**src/bus_pkg.sv**
```systemverilog
`default_nettype none

package bus_pkg;

   // ==================================================
   // Bus widths
   // ==================================================

   // Data and address share one width on this bus
   localparam int data_width = 32;

   // ==================================================
   // Transfer encodings
   // ==================================================

   // Only single transfers are issued, so no busy or seq
   typedef enum logic [1:0] {
      htrans_idle   = 2'b00,
      htrans_nonseq = 2'b10
   } htrans_t;

   // Transfer size as driven on hsize
   typedef enum logic [2:0] {
      hsize_byte = 3'd0,
      hsize_half = 3'd1,
      hsize_word = 3'd2
   } hsize_t;

   // ==================================================
   // Address phase
   // ==================================================

   // Everything the master drives during one address phase
   typedef struct packed {
      htrans_t                 htrans;
      logic                    hwrite;
      hsize_t                  hsize;
      logic [data_width-1:0]   haddr;
   } bus_addr_t;

endpackage : bus_pkg

`default_nettype wire

```
**src/lsu_pkg.sv**
```systemverilog
`default_nettype none

package lsu_pkg;

   import bus_pkg::*;

   // Destination register index
   localparam int rd_width = 5;

   // Access size as seen by the requester
   typedef enum logic [1:0] {
      size_byte = 2'd0,
      size_half = 2'd1,
      size_word = 2'd2
   } access_size_t;

   // One access presented by execute
   typedef struct packed {
      logic                    valid;
      logic                    write;
      access_size_t            size;
      logic                    is_unsigned;
      logic [data_width-1:0]   addr;
      logic [data_width-1:0]   wdata;
      logic [rd_width-1:0]     rd;
   } lsu_req_t;

   // Bookkeeping for the access sitting in its data phase
   typedef struct packed {
      logic                    valid;
      logic                    write;
      access_size_t            size;
      logic                    is_unsigned;
      logic [1:0]              addr_lo;
      logic [rd_width-1:0]     rd;
   } phase_ctx_t;

   // Load result headed for the register file
   typedef struct packed {
      logic                    valid;
      logic [rd_width-1:0]     rd;
      logic [data_width-1:0]   data;
   } wb_t;

endpackage : lsu_pkg

`default_nettype wire

```
**src/data_phase_tracker.sv**
```systemverilog
`timescale 1ns/1ps
`default_nettype none

module data_phase_tracker
   import bus_pkg::*;
   import lsu_pkg::*;
(
   input  logic                    clk,
   input  logic                    rst_n,
   input  logic                    hready,
   input  lsu_req_t                req,
   input  logic [data_width-1:0]   wdata_aligned,
   output phase_ctx_t              ctx,
   output logic [data_width-1:0]   hwdata
);

   // ==================================================
   // Address to data phase hand-over
   // ==================================================

   // An address phase completes on every edge with hready high.
   // Whatever sits on req then moves into the data phase; an idle
   // cycle simply leaves an invalid context behind.
   always_ff @(posedge clk or negedge rst_n) begin
      if (!rst_n) begin
         ctx.valid       <= 1'b0;
         ctx.write       <= 1'b0;
         ctx.size        <= size_byte;
         ctx.is_unsigned <= 1'b0;
         ctx.addr_lo     <= 2'b00;
         ctx.rd          <= '0;
         hwdata          <= '0;
      end else if (hready) begin
         ctx.valid       <= req.valid;
         ctx.write       <= req.write;
         ctx.size        <= req.size;
         ctx.is_unsigned <= req.is_unsigned;
         // Only the lane offset matters for load extraction
         ctx.addr_lo     <= req.addr[1:0];
         ctx.rd          <= req.rd;
         // Store data follows its address one phase later
         hwdata          <= wdata_aligned;
      end
   end

endmodule : data_phase_tracker

`default_nettype wire

```
**src/load_extractor.sv**
```systemverilog
`timescale 1ns/1ps
`default_nettype none

module load_extractor
   import bus_pkg::*;
   import lsu_pkg::*;
(
   input  phase_ctx_t              ctx,
   input  logic [data_width-1:0]   hrdata,
   input  logic                    hready,
   output wb_t                     wb
);

   logic [data_width-1:0] byte_shift;
   logic [data_width-1:0] half_shift;
   logic [7:0]            ld_byte;
   logic [15:0]           ld_half;
   logic [data_width-1:0] ld_data;

   // ==================================================
   // Lane selection
   // ==================================================

   // Bring the addressed lane down to bit 0
   assign byte_shift = hrdata >> {ctx.addr_lo, 3'b000};
   assign half_shift = hrdata >> {ctx.addr_lo[1], 4'b0000};
   assign ld_byte    = byte_shift[7:0];
   assign ld_half    = half_shift[15:0];

   // Sign or zero extension
   always_comb begin
      case (ctx.size)
         size_byte: begin
            ld_data = {{(data_width-8){ld_byte[7] & ~ctx.is_unsigned}}, ld_byte};
         end
         size_half: begin
            ld_data = {{(data_width-16){ld_half[15] & ~ctx.is_unsigned}}, ld_half};
         end
         default: begin
            ld_data = hrdata;
         end
      endcase
   end

   // ==================================================
   // Write-back record
   // ==================================================

   // Data is only sampled on the edge that closes the data phase
   always_comb begin
      wb.valid = ctx.valid & ~ctx.write & hready;
      wb.rd    = ctx.rd;
      wb.data  = ld_data;
   end

endmodule : load_extractor

`default_nettype wire

```
**src/lsu_top.sv**
```systemverilog
`timescale 1ns/1ps
`default_nettype none

module lsu_top
   import bus_pkg::*;
   import lsu_pkg::*;
(
   input  logic                    clk,
   input  logic                    rst_n,
   // Requester side
   input  lsu_req_t                req,
   output logic                    req_ready,
   // Data bus
   output bus_addr_t               bus,
   output logic [data_width-1:0]   hwdata,
   input  logic [data_width-1:0]   hrdata,
   input  logic                    hready,
   // Write-back
   output wb_t                     wb
);

   logic [data_width-1:0] wdata_aligned;
   phase_ctx_t            ctx;

   // A new access can only be taken when the bus accepts
   // the address phase
   assign req_ready = hready;

   // ==================================================
   // Address phase
   // ==================================================

   store_aligner u_store_aligner (
      .req           (req),
      .bus           (bus),
      .wdata_aligned (wdata_aligned)
   );

   // ==================================================
   // Data phase
   // ==================================================

   data_phase_tracker u_data_phase_tracker (
      .clk           (clk),
      .rst_n         (rst_n),
      .hready        (hready),
      .req           (req),
      .wdata_aligned (wdata_aligned),
      .ctx           (ctx),
      .hwdata        (hwdata)
   );

   // Load return path
   load_extractor u_load_extractor (
      .ctx           (ctx),
      .hrdata        (hrdata),
      .hready        (hready),
      .wb            (wb)
   );

endmodule : lsu_top

`default_nettype wire

```
**src/store_aligner.sv**
```systemverilog
`timescale 1ns/1ps
`default_nettype none

module store_aligner
   import bus_pkg::*;
   import lsu_pkg::*;
(
   input  lsu_req_t                req,
   output bus_addr_t               bus,
   output logic [data_width-1:0]   wdata_aligned
);

   // ==================================================
   // Address phase
   // ==================================================

   always_comb begin
      bus.htrans = req.valid ? htrans_nonseq : htrans_idle;
      bus.hwrite = req.write;
      bus.haddr  = req.addr;

      case (req.size)
         size_byte: begin
            bus.hsize = hsize_byte;
         end
         size_half: begin
            bus.hsize = hsize_half;
         end
         default: begin
            bus.hsize = hsize_word;
         end
      endcase
   end

   // ==================================================
   // Store lane placement
   // ==================================================

   // Requester guarantees natural alignment, so a halfword
   // only ever lands in the low or the high half
   always_comb begin
      case (req.size)
         size_byte: begin
            // Byte goes to lane addr[1:0] and the rest stays zero
            wdata_aligned = data_width'(req.wdata[7:0]) << {req.addr[1:0], 3'b000};
         end
         size_half: begin
            wdata_aligned = data_width'(req.wdata[15:0]) << {req.addr[1], 4'b0000};
         end
         default: begin
            // Full word needs no shifting
            wdata_aligned = req.wdata;
         end
      endcase
   end

endmodule : store_aligner

`default_nettype wire

```
**config.mk**
```make
export PLATFORM = sky130hd
export DESIGN_NAME = lsu_top
export DESIGN_NICKNAME = d
export VERILOG_FILES = /design/src/bus_pkg.sv /design/src/lsu_pkg.sv /design/src/data_phase_tracker.sv /design/src/load_extractor.sv /design/src/lsu_top.sv /design/src/store_aligner.sv
export SDC_FILE = /design/constraint.sdc
export NUM_CORES = 1
export LEC_CHECK = 0
export BUFFER_PORTS_ARGS = -buffer_cell sky130_fd_sc_hd__buf_2
export CAP_MARGIN = 0
export CORE_UTILIZATION = 41
export DETAILED_ROUTE_END_ITERATION = 16
export GPL_TIMING_DRIVEN = 0
export PLACE_DENSITY_LB_ADDON = 0.2
export SYNTH_ARGS = -nofsm -noshare
export SYNTH_HDL_FRONTEND = slang
export SYNTH_HIERARCHICAL = 1
export SYNTH_SLANG_ARGS = --single-unit
export TNS_END_PERCENT = 1
```
**constraint.sdc**
```tcl
create_clock -name clk -period 2.04 [get_ports clk]
set_input_delay 0.306 -clock clk [delete_from_list [all_inputs] [get_ports clk]]
set_output_delay 0.306 -clock clk [all_outputs]
set_load 0.02 [all_outputs]
```
==> results of run 1 <==
[state kept, by name, indices dropped and copies added, names as in the netlist]
name / count
u_data_phase_tracker/hwdata: 32
u_data_phase_tracker/ctx: 12
[worst paths after layout]
path | startpoint | endpoint | slack [ps] | depth (start not counted)
max | u_data_phase_tracker/ctx[6] | wb[8] | -200 | 5
min | rst_n | u_data_phase_tracker/hwdata[17] | 160 | 1
max reg2reg | u_data_phase_tracker/ctx[5] | u_data_phase_tracker/ctx[5] | 1220 | 1
min reg2reg | u_data_phase_tracker/ctx[7] | u_data_phase_tracker/ctx[7] | 500 | 1
max in group asynchronous | rst_n | u_data_phase_tracker/ctx[6] | 1210 | 1
min in group clk | req[3] | u_data_phase_tracker/ctx[3] | 240 | 2
[stage by stage]
stage | TNS, ps | cells | hold WS, ps
after CTS | -3180 | 600 | 198
after global placement | -918 | 590 | 481
after detailed placement | -647 | 590 | 488
final | -2890 | 600 | 155
after global routing | -5640 | 600 | 228
after floorplan | 0 | 303 | 10.4
[logic make-up (layout without fill, tap and decap cells)]
family,Yosys count,count (layout),share of synthesized area [%]
AO/OA/AOI/OAI,74,74,19.2
buffers and inverters,66,261,16.2
AND/OR/NAND/NOR,62,62,9.53
multiplexers,55,55,22.7
flip-flops,44,44,32.3
other,1,2,0.110
[metal layers]
layer / up-vias / share of wire (%)
li1: 1432 / -
met1: 1455 / 41
met2: 127 / 52
met3: 9 / 6.6
met4: 0 / 1.0
met5: - / 0
[power by group]
| part | internal, W | leakage (nW) | switching, W |
|---|---|---|---|
| combinational | 0.000623 | 1.90 | 0.000722 |
| clock | 0.000232 | 0.0400 | 0.000300 |
| sequential | 0.000971 | 0.543 | 0.0000593 |
| total | 0.00183 | 2.48 | 0.00108 |
[layout make-up]
cell class                      instances  area share [%]
Sequential cell                        44            23.9
Clock inverter                          2           0.271
Buffer                                 65            12.0
Inverter                                1          0.0813
Timing Repair Buffer                  188            21.2
Clock buffer                            5            1.49
Tap cell                              102            2.76
Multi-Input combinational cell        193            38.3
[synth_stat cells (all sizes together) (2+ instances only)]
| master | count |
|---|---|
| nor2b | 3 |
| mux2i | 9 |
| or2 | 2 |
| nand2b | 2 |
| o221a | 8 |
| o21ai | 16 |
| and2 | 8 |
| a22o | 16 |
| nand2 | 42 |
| a21oi | 17 |
| dfrtp | 44 |
| a221oi | 8 |
| clkbuf | 4 |
| buf | 61 |
| a221o | 8 |
| nor3b | 2 |
| mux2 | 45 |
| nor2 | 3 |
[critical path, cell delays in order (launching register included)]
cell and delay [ps]:
dfrtp_2 410, mux4_2 510, nor3b_4 170, buf_4 130
a221o_1 260, buf_2 160
[what timing repair did]
action,4_1_cts,5_1_grt
hold buffers,0,0
pin swaps,1,0
setup endpoints to repair,27,32
gates resized for setup,9,7
buffers inserted,3,0
==> results_dict.tcl, run 1 <==
set metrics [dict create \
    clk_pin_slew_ps 90 \
    overflow 0 \
    finalHoldViolations 0 \
    yosysTopAreaCellShare_pct 32.3 \
    p_per_area_mw_per_mm2 630 \
    crit_path_max_fanout 4 \
    yosysTopAreaCell "dfrtp_1" \
    path_class "reg2out" \
    grt_usage_pct 21.8 \
    cts_tree "yes" \
    final_util_pct 58.5 \
    nFillCells 733 \
    avgSynthCellArea_um2 11.3 \
    final_area_mm2 0.00462 \
    met3_usage_pct 4.80 \
    yosysUniqueCellTypes 36 \
    total_power_w 0.00291 \
    async_reset_ff_share_pct 100 \
    final_common_cell "buf_2" \
    min_period_ps 2240 \
    place_area_mm2 0.00447 \
    die_w_um 93.2 \
    synth_edf_count 0 \
    root_buffer "clkbuf_8" \
    grt_use_met1_pct 26.2 \
    grt_pass1_vias 2874 \
    drt_iter0_drc 85 \
    slew_headroom_pct 35.2 \
    clock_latency_ps 290 \
    worstMarginPinSlew_ps 973 \
    syn_inst 302 \
    register_area_mm2 0.00110 \
    dp_hpwl_mm 7.71 \
    rows 32 \
    worstSetupStartpointType "flip-flop" \
    end_kind "primary output" \
    post_drt_via_cell_ratio 5.04 \
    power.leakage_nw 2.48 \
    ys_seq_elements 44 \
    vias 3023 \
    portBuffers 185 \
    grt.busiest_layer "met2" \
    timing.final.crit_share_pct 110 \
    routedWlPerCell_um 16.2 \
    gp_congestion 0.819 \
    yosys_warnings 6 \
    route.detailed.drc 0 \
    cts_buffer_depth 2 \
    use_met2_pct 39.6 \
    rsz0062_at_grt "true" \
    numCtsBuffers 5 \
    diodes 0 \
    ant_nets 0 \
    cts.sinks 44 \
    finalWirelength_mm 9.74 \
    synth.area.top_cells "dfrtp_1 32%, mux2_4 18%, buf_4 9.7%" \
    initial_utilization_pct 43.3 \
    cp_data_required_time_ps 1730 \
    violations "setup timing" \
    antenna_found_initial 0 \
    syn-cell-area_mm2 0.00341 \
    ir_drop_uv 378 \
    yosysSeqAreaShare_pct 32.3 \
    hold_class "in2async" \
    maxCapViolCount 0 \
    area_growth_pct 35.3 \
    firstDrtPassIters 4 \
    drive_gt1_share_pct 68.5 \
    coreArea_mm2 0.00789 \
    worstPathArrival_ps 1940 \
    setup_viol_count_final 27 \
    grt_max_degree 45 \
    fin_skew_ps 0 \
    outcome "finished, violations left" \
    grt_pass1_wl_mm 14.8 \
    finalWorstSetupSlack_ps -202 \
    fp.dieH_um 93.2 \
    final_nets 607 \
    die_area_mm2 0.00869 \
    multi_input_area_mm2 0.00177 \
    place_ws_ps -102 \
    layout_common_cells "183 x buf_2, 50 x buf_4, 43 x dfrtp_1" \
    slew_violations 0 \
    ys.flop_type "dfrtp_1" \
    num_io_pins 218 \
    cts_htree_levels 2 \
    max_freq_mhz 446 \
]
(Power assumes the default switching activity.)
==> run 2, diff against run 1 <==
--- a/config.mk
+++ b/config.mk
@@ -5,12 +5,14 @@
 export SDC_FILE = /design/constraint.sdc
 export NUM_CORES = 1
 export LEC_CHECK = 0
+export ABC_AREA = 1
 export BUFFER_PORTS_ARGS = -buffer_cell sky130_fd_sc_hd__buf_2
 export CAP_MARGIN = 0
 export CORE_UTILIZATION = 41
 export DETAILED_ROUTE_END_ITERATION = 16
 export GPL_TIMING_DRIVEN = 0
 export PLACE_DENSITY_LB_ADDON = 0.2
+export REMOVE_ABC_BUFFERS = 1
 export SYNTH_ARGS = -nofsm -noshare
 export SYNTH_HDL_FRONTEND = slang
 export SYNTH_HIERARCHICAL = 1
==> results_dict.tcl, run 2 <==
set metrics [dict create \
    initial_utilization_pct 42.4 \
    antenna_found_initial 0 \
    worstPathArrival_ps 1700 \
    drt_iter0_drc 147 \
    crit_end "wb[28]" \
    cp_slowest_cell "dfrtp_4" \
    yosys_warnings 6 \
    crit_path_cell_trace "inv_2, nand2_2, nor2_1, nand2_4, nand2_8, nand2_8, nand3_2, buf_4" \
    numCtsBuffers 5 \
    outcome "complete, no violations" \
    max_freq_mhz 499 \
    root_buffer "clkbuf_8" \
    power.leakage_nw 2.75 \
    setup-tns-final_ps 0 \
    grt_usage_pct 23.7 \
    whs_ps 178 \
    crit_path_max_fanout 6 \
    worstMarginPinSlew_ps 1010 \
    finalHoldViolations 0 \
    yosysMostFrequentCell "nand2_1" \
    ir_drop_uv 414 \
    yosys-top-cells-count "277 x nand2_1, 49 x buf_4, 44 x dfrtp_1" \
    layout_common_cells "274 x nand2_1, 130 x buf_2, 42 x dfrtp_1" \
    r2r_slack_ps 940 \
    synth.area.top_cells "dfrtp_1 30%, nand2_1 28%, buf_4 9.9%" \
    clock_latency_ps 300 \
    fp.dieH_um 97.0 \
    finalWirelength_mm 11.8 \
    dp_hpwl_mm 7.70 \
    layout.cells.non_filler 776 \
    regMostFlops "u_data_phase_tracker/hwdata" \
    path_common_cell "nand2_8" \
    yosysUniqueCellTypes 28 \
    maxCapViolCount 0 \
    path_class "reg2out" \
    fin_skew_ps 0 \
    ys_seq_elements 44 \
    rsz0062_at_grt "true" \
    min_period_ps 2000 \
    setup_viol_count_final 0 \
    critPathLaunch "u_data_phase_tracker/ctx[9]" \
    rows 34 \
    vias 3855 \
    post_drt_via_cell_ratio 4.97 \
    dp_cells 752 \
    p_per_area_mw_per_mm2 686 \
    gp_congestion 0.830 \
    cts_htree_levels 2 \
    syn-cell-area_mm2 0.00370 \
    end_kind "primary output" \
    yosysSeqAreaShare_pct 29.7 \
    cts.sinks 44 \
    avgSynthCellArea_um2 6.61 \
    largest_reg_flops 32 \
    final_nets 776 \
    diodes 0 \
    route.detailed.drc 0 \
    die_w_um 97.0 \
    num_io_pins 218 \
    async_reset_ff_share_pct 100 \
    ant_nets 0 \
    cp_slowest_stage_delay_ps 520 \
    synth_edf_count 0 \
    ff2ff_path_depth 4 \
    ys.flop_type "dfrtp_1" \
    clk_pin_slew_ps 90 \
    drive_gt1_share_pct 37.6 \
    slew_headroom_pct 32.5 \
    timing.final.crit_share_pct 98.2 \
    top_regs "u_data_phase_tracker/hwdata: 32 flops, u_data_phase_tracker/ctx: 12 flops" \
    cp_data_required_time_ps 1730 \
    portBuffers 155 \
    cts_buffer_depth 2 \
    firstDrtPassIters 4 \
    slew_violations 0 \
    grt_pass1_vias 3596 \
    grt_pass1_wl_mm 18.2 \
    yosysTopAreaCell "dfrtp_1" \
    syn_inst 560 \
    routedWlPerCell_um 15.2 \
    r2r_start "u_data_phase_tracker/ctx[9]" \
    cts_tree "yes" \
    yosysTopAreaCellShare_pct 29.7 \
    hold_class "in2async" \
    coreArea_mm2 0.00872 \
    worstSetupStartpointType "flip-flop" \
    area_growth_pct 24.9 \
    overflow 0 \
    die_area_mm2 0.00941 \
    reg2reg_to "u_data_phase_tracker/ctx[9]" \
    final_common_cell "nand2_1" \
    grt_max_degree 48 \
]
==> run 2: changes by cell type in the layout (fill, tap and decap cells not counted), moves of 16 or more <==
cell and change:
nand2_2 +18, inv_1 +23, nand3_2 +24, nand2_1 +233, buf_4 -34, mux2_4 -41, nand3_1 +18, buf_2 -53
a22o_1 -16, nor2_1 +25
==> run 2: worst min-delay path by stage <==
| stage | start | end | slack (ps) | depth (start not counted) |
|---|---|---|---|---|
| floorplan | rst_n | u_data_phase_tracker/ctx[0] | 10 | 0 |
| global placement | u_data_phase_tracker/ctx[2] | u_data_phase_tracker/ctx[2] | 450 | 2 |
| detailed placement | u_data_phase_tracker/ctx[2] | u_data_phase_tracker/ctx[2] | 450 | 2 |
| CTS | req[1] | u_data_phase_tracker/ctx[1] | 190 | 3 |
| global route | req[1] | u_data_phase_tracker/ctx[1] | 200 | 3 |
| finish | rst_n | u_data_phase_tracker/hwdata[25] | 180 | 1 |
==> run 2: power breakdown <==
part | total, W | internal [W] | switching, W
Sequential | 0.00102 | 0.000957 | 0.0000599
Clock | 0.000934 | 0.000613 | 0.000322
Combinational | 0.00122 | 0.000476 | 0.000744
==> run 2: metrics by stage <==
| step | total power (W) | instance area (µm²) | setup WS, ps | util (%) |
|---|---|---|---|---|
| final | 0.00317 | 4620 | 36.0 | 53.0 |
| after global placement | 0.00202 | 4030 | -300 | 46.2 |
| after detailed placement | 0.00204 | 4030 | -360 | 46.2 |
| after CTS | 0.00308 | 4380 | -23.7 | 50.2 |
| after floorplan | 0.00163 | 3120 | 35.6 | - |
| after global routing | 0.00333 | 4620 | -23.7 | 53.0 |
==> run 2: worst max-delay path, delay by kind of cell (launching register included) <==
family,cells,cell delay (ps)
flip-flops,1,520
buffers and inverters,2,210
AND/OR/NAND/NOR,6,660
==> run 2: area by class of cell <==
cell class | instances | area (µm²)
clock buffer | 5 | 68.8
timing repair inverter | 1 | 11.3
multi-input combinational | 416 | 2030
fill | 890 | 4100
sequential | 44 | 1110
tap | 108 | 135
inverter | 32 | 139
clock inverter | 3 | 90.1
timing repair buffer | 167 | 1040
==> run 2: metal layers <==
layer  track usage (%)  vias to the layer above  wire [µm]
met1              29.5                     1753       4820
met4              5.17                        0        139
met5              2.75                        -          0
met3              9.47                       12       1340
met2              38.3                      205       5500
li1                  -                     1885          -
==> run 2: what timing repair did <==
action | CTS | global route
hold buffers | 0 | 0
cloned | 2 | 3
setup endpoints to repair | 32 | 31
resized for setup | 34 | 40
buffers inserted | 8 | 3
pin swaps | 2 | 3
==> run 2: kinds of logic (layout without fill, tap and decap cells) <==
group | after synthesis | count (layout) | share of synthesized area, %
buffers and inverters | 104 | 208 | 19.4
flip-flops | 44 | 44 | 29.7
other | 1 | 2 | 0.101
AO/OA/AOI/OAI | 25 | 25 | 3.92
AND/OR/NAND/NOR | 386 | 389 | 46.8
==> run 3, diff against run 2 <==
--- a/config.mk
+++ b/config.mk
@@ -8,7 +8,7 @@
 export ABC_AREA = 1
 export BUFFER_PORTS_ARGS = -buffer_cell sky130_fd_sc_hd__buf_2
 export CAP_MARGIN = 0
-export CORE_UTILIZATION = 41
+export CORE_UTILIZATION = 28
 export DETAILED_ROUTE_END_ITERATION = 16
 export GPL_TIMING_DRIVEN = 0
 export PLACE_DENSITY_LB_ADDON = 0.2
==> results_dict.tcl, run 3 (same netlist as run 2, synthesis figures left out) <==
set metrics [dict create \
    initial_utilization_pct 29.0 \
    hold_class "in2async" \
    worstMarginPinSlew_ps 1050 \
    min_period_ps 2000 \
    gp_congestion 0.779 \
    end_kind "primary output" \
    p_per_area_mw_per_mm2 656 \
    r2r_start "u_data_phase_tracker/ctx[9]" \
    max_freq_mhz 501 \
    worstPathArrival_ps 1690 \
    place_ws_ps -396 \
    path_class "reg2out" \
    dp_hpwl_mm 8.45 \
    finalWorstSetupSlack_ps 44.8 \
    final_common_cell "nand2_1" \
    routedWlPerCell_um 14.7 \
    drive_gt1_share_pct 36.8 \
    outcome "complete, no violations" \
    cts_buffer_depth 2 \
    slew_headroom_pct 30.2 \
    cts_htree_levels 2 \
    ant_nets 0 \
    ir_drop_uv 401 \
    largest_reg_flops 32 \
    rsz0062_at_grt "true" \
    grt_use_met1_pct 21.1 \
    power.leakage_nw 2.71 \
    regMostFlops "u_data_phase_tracker/hwdata" \
    drt_iter0_drc 232 \
    top_regs "u_data_phase_tracker/hwdata: 32 flops, u_data_phase_tracker/ctx: 12 flops" \
    grt_pass1_vias 3513 \
    grt_usage_pct 17.3 \
    die_w_um 117 \
    maxCapViolCount 0 \
    nFillCells 1416 \
    post_drt_via_cell_ratio 4.54 \
    grt_max_degree 48 \
    finalWirelength_mm 12.4 \
    die_area_mm2 0.0137 \
    final_util_pct 35.9 \
    num_io_pins 218 \
    fin_skew_ps 0 \
    final_nets 779 \
    clock_latency_ps 280 \
    grt.busiest_layer "met2" \
    crit_path_max_fanout 8 \
    cts.sinks 44 \
    total_power_w 0.00301 \
    worstSetupStartpointType "flip-flop" \
    portBuffers 155 \
    ff2ff_path_depth 4 \
    use_met2_pct 28.0 \
    cts_tree "yes" \
    overflow 0 \
    layout_common_cells "276 x nand2_1, 131 x buf_2, 42 x dfrtp_1" \
    numCtsBuffers 5 \
    cts_hold_buf 0 \
    grt_pass1_wl_mm 18.0 \
    coreArea_mm2 0.0128 \
    finalHoldViolations 0 \
    diodes 0 \
    timing.final.crit_share_pct 97.8 \
    setup_viol_count_final 0 \
    rows 41 \
    met3_usage_pct 6.39 \
    reg2reg_to "u_data_phase_tracker/ctx[9]" \
    cp_data_required_time_ps 1730 \
    route.detailed.drc 0 \
    clk_pin_slew_ps 60 \
    vias 3830 \
    firstDrtPassIters 4 \
    area_growth_pct 23.8 \
    antenna_found_initial 0 \
    root_buffer "clkbuf_16" \
    slew_violations 0 \
    r2r_slack_ps 900 \
    fp.dieH_um 117 \
]
run 3: cell types whose count changed in the layout (fill, tap and decap cells not counted), sizes merged:
cell,previous run,this run
buf,166,170
bufinv,3,0
clkbuf,6,8
clkinv,0,1
inv,32,30
nand3,43,44
run 3: worst max-delay path, stage by stage, from the launching register on:
cell        delay (ps)
dfrtp_1            390
clkinvlp_4         380
nand3_4            330
nand3_2            120
buf_4              170
run 3: where the power goes:
group | leakage, nW | internal [W] | total [W] | switching [W]
sequential | 0.552 | 0.000959 | 0.00102 | 0.0000574
clock | 0.0712 | 0.000489 | 0.000819 | 0.000330
combinational | 2.08 | 0.000432 | 0.00117 | 0.000739
run 3: metal layers:
| layer | vias to the layer above | part of all wire [%] |
|---|---|---|
| li1 | 1892 | - |
| met1 | 1743 | 44 |
| met2 | 181 | 45 |
| met3 | 14 | 9.7 |
| met4 | 0 | 1.5 |
| met5 | - | 0 |
run 3: area by class of cell:
| class | count | area [µm²] | area share, % |
|---|---|---|---|
| inverter | 32 | 144 | 3.14 |
| sequential | 44 | 1110 | 24.2 |
| tap | 172 | 215 | 4.70 |
| multi-input combinational | 417 | 2010 | 43.9 |
| timing repair buffer | 170 | 956 | 20.9 |
| clock buffer | 8 | 146 | 3.19 |
run 3: how the worst max path moves through the flow:
stage	from	endpoint	slack, ps	depth (start not counted)
5_1_grt	u_data_phase_tracker/ctx[9]	wb[4]	-20	4
3_3_place_gp	u_data_phase_tracker/ctx[9]	wb[24]	-350	8
2_1_floorplan	u_data_phase_tracker/ctx[9]	wb[16]	40	7
3_5_place_dp	u_data_phase_tracker/ctx[9]	wb[24]	-400	8
6_report	u_data_phase_tracker/ctx[7]	wb[24]	40	4
4_1_cts	u_data_phase_tracker/ctx[6]	wb[16]	-2	8
run 3: repair_timing:
| item | in CTS | in global routing |
|---|---|---|
| setup endpoints to repair | 32 | 25 |
| pin swaps | 2 | 5 |
| setup buffers | 9 | 6 |
| gates resized for setup | 17 | 29 |
| cloned | 1 | 3 |
run 3: stage by stage:
stage	TNS, ps	area (µm²)	hold slack, ps	std cells
finish	0	4580	185	843
CTS	-2.25	4400	208	834
floorplan	0	3120	10.4	489
global route	-95.1	4580	203	843
detailed placement	-10790	4110	455	816
global placement	-9210	4110	450	816
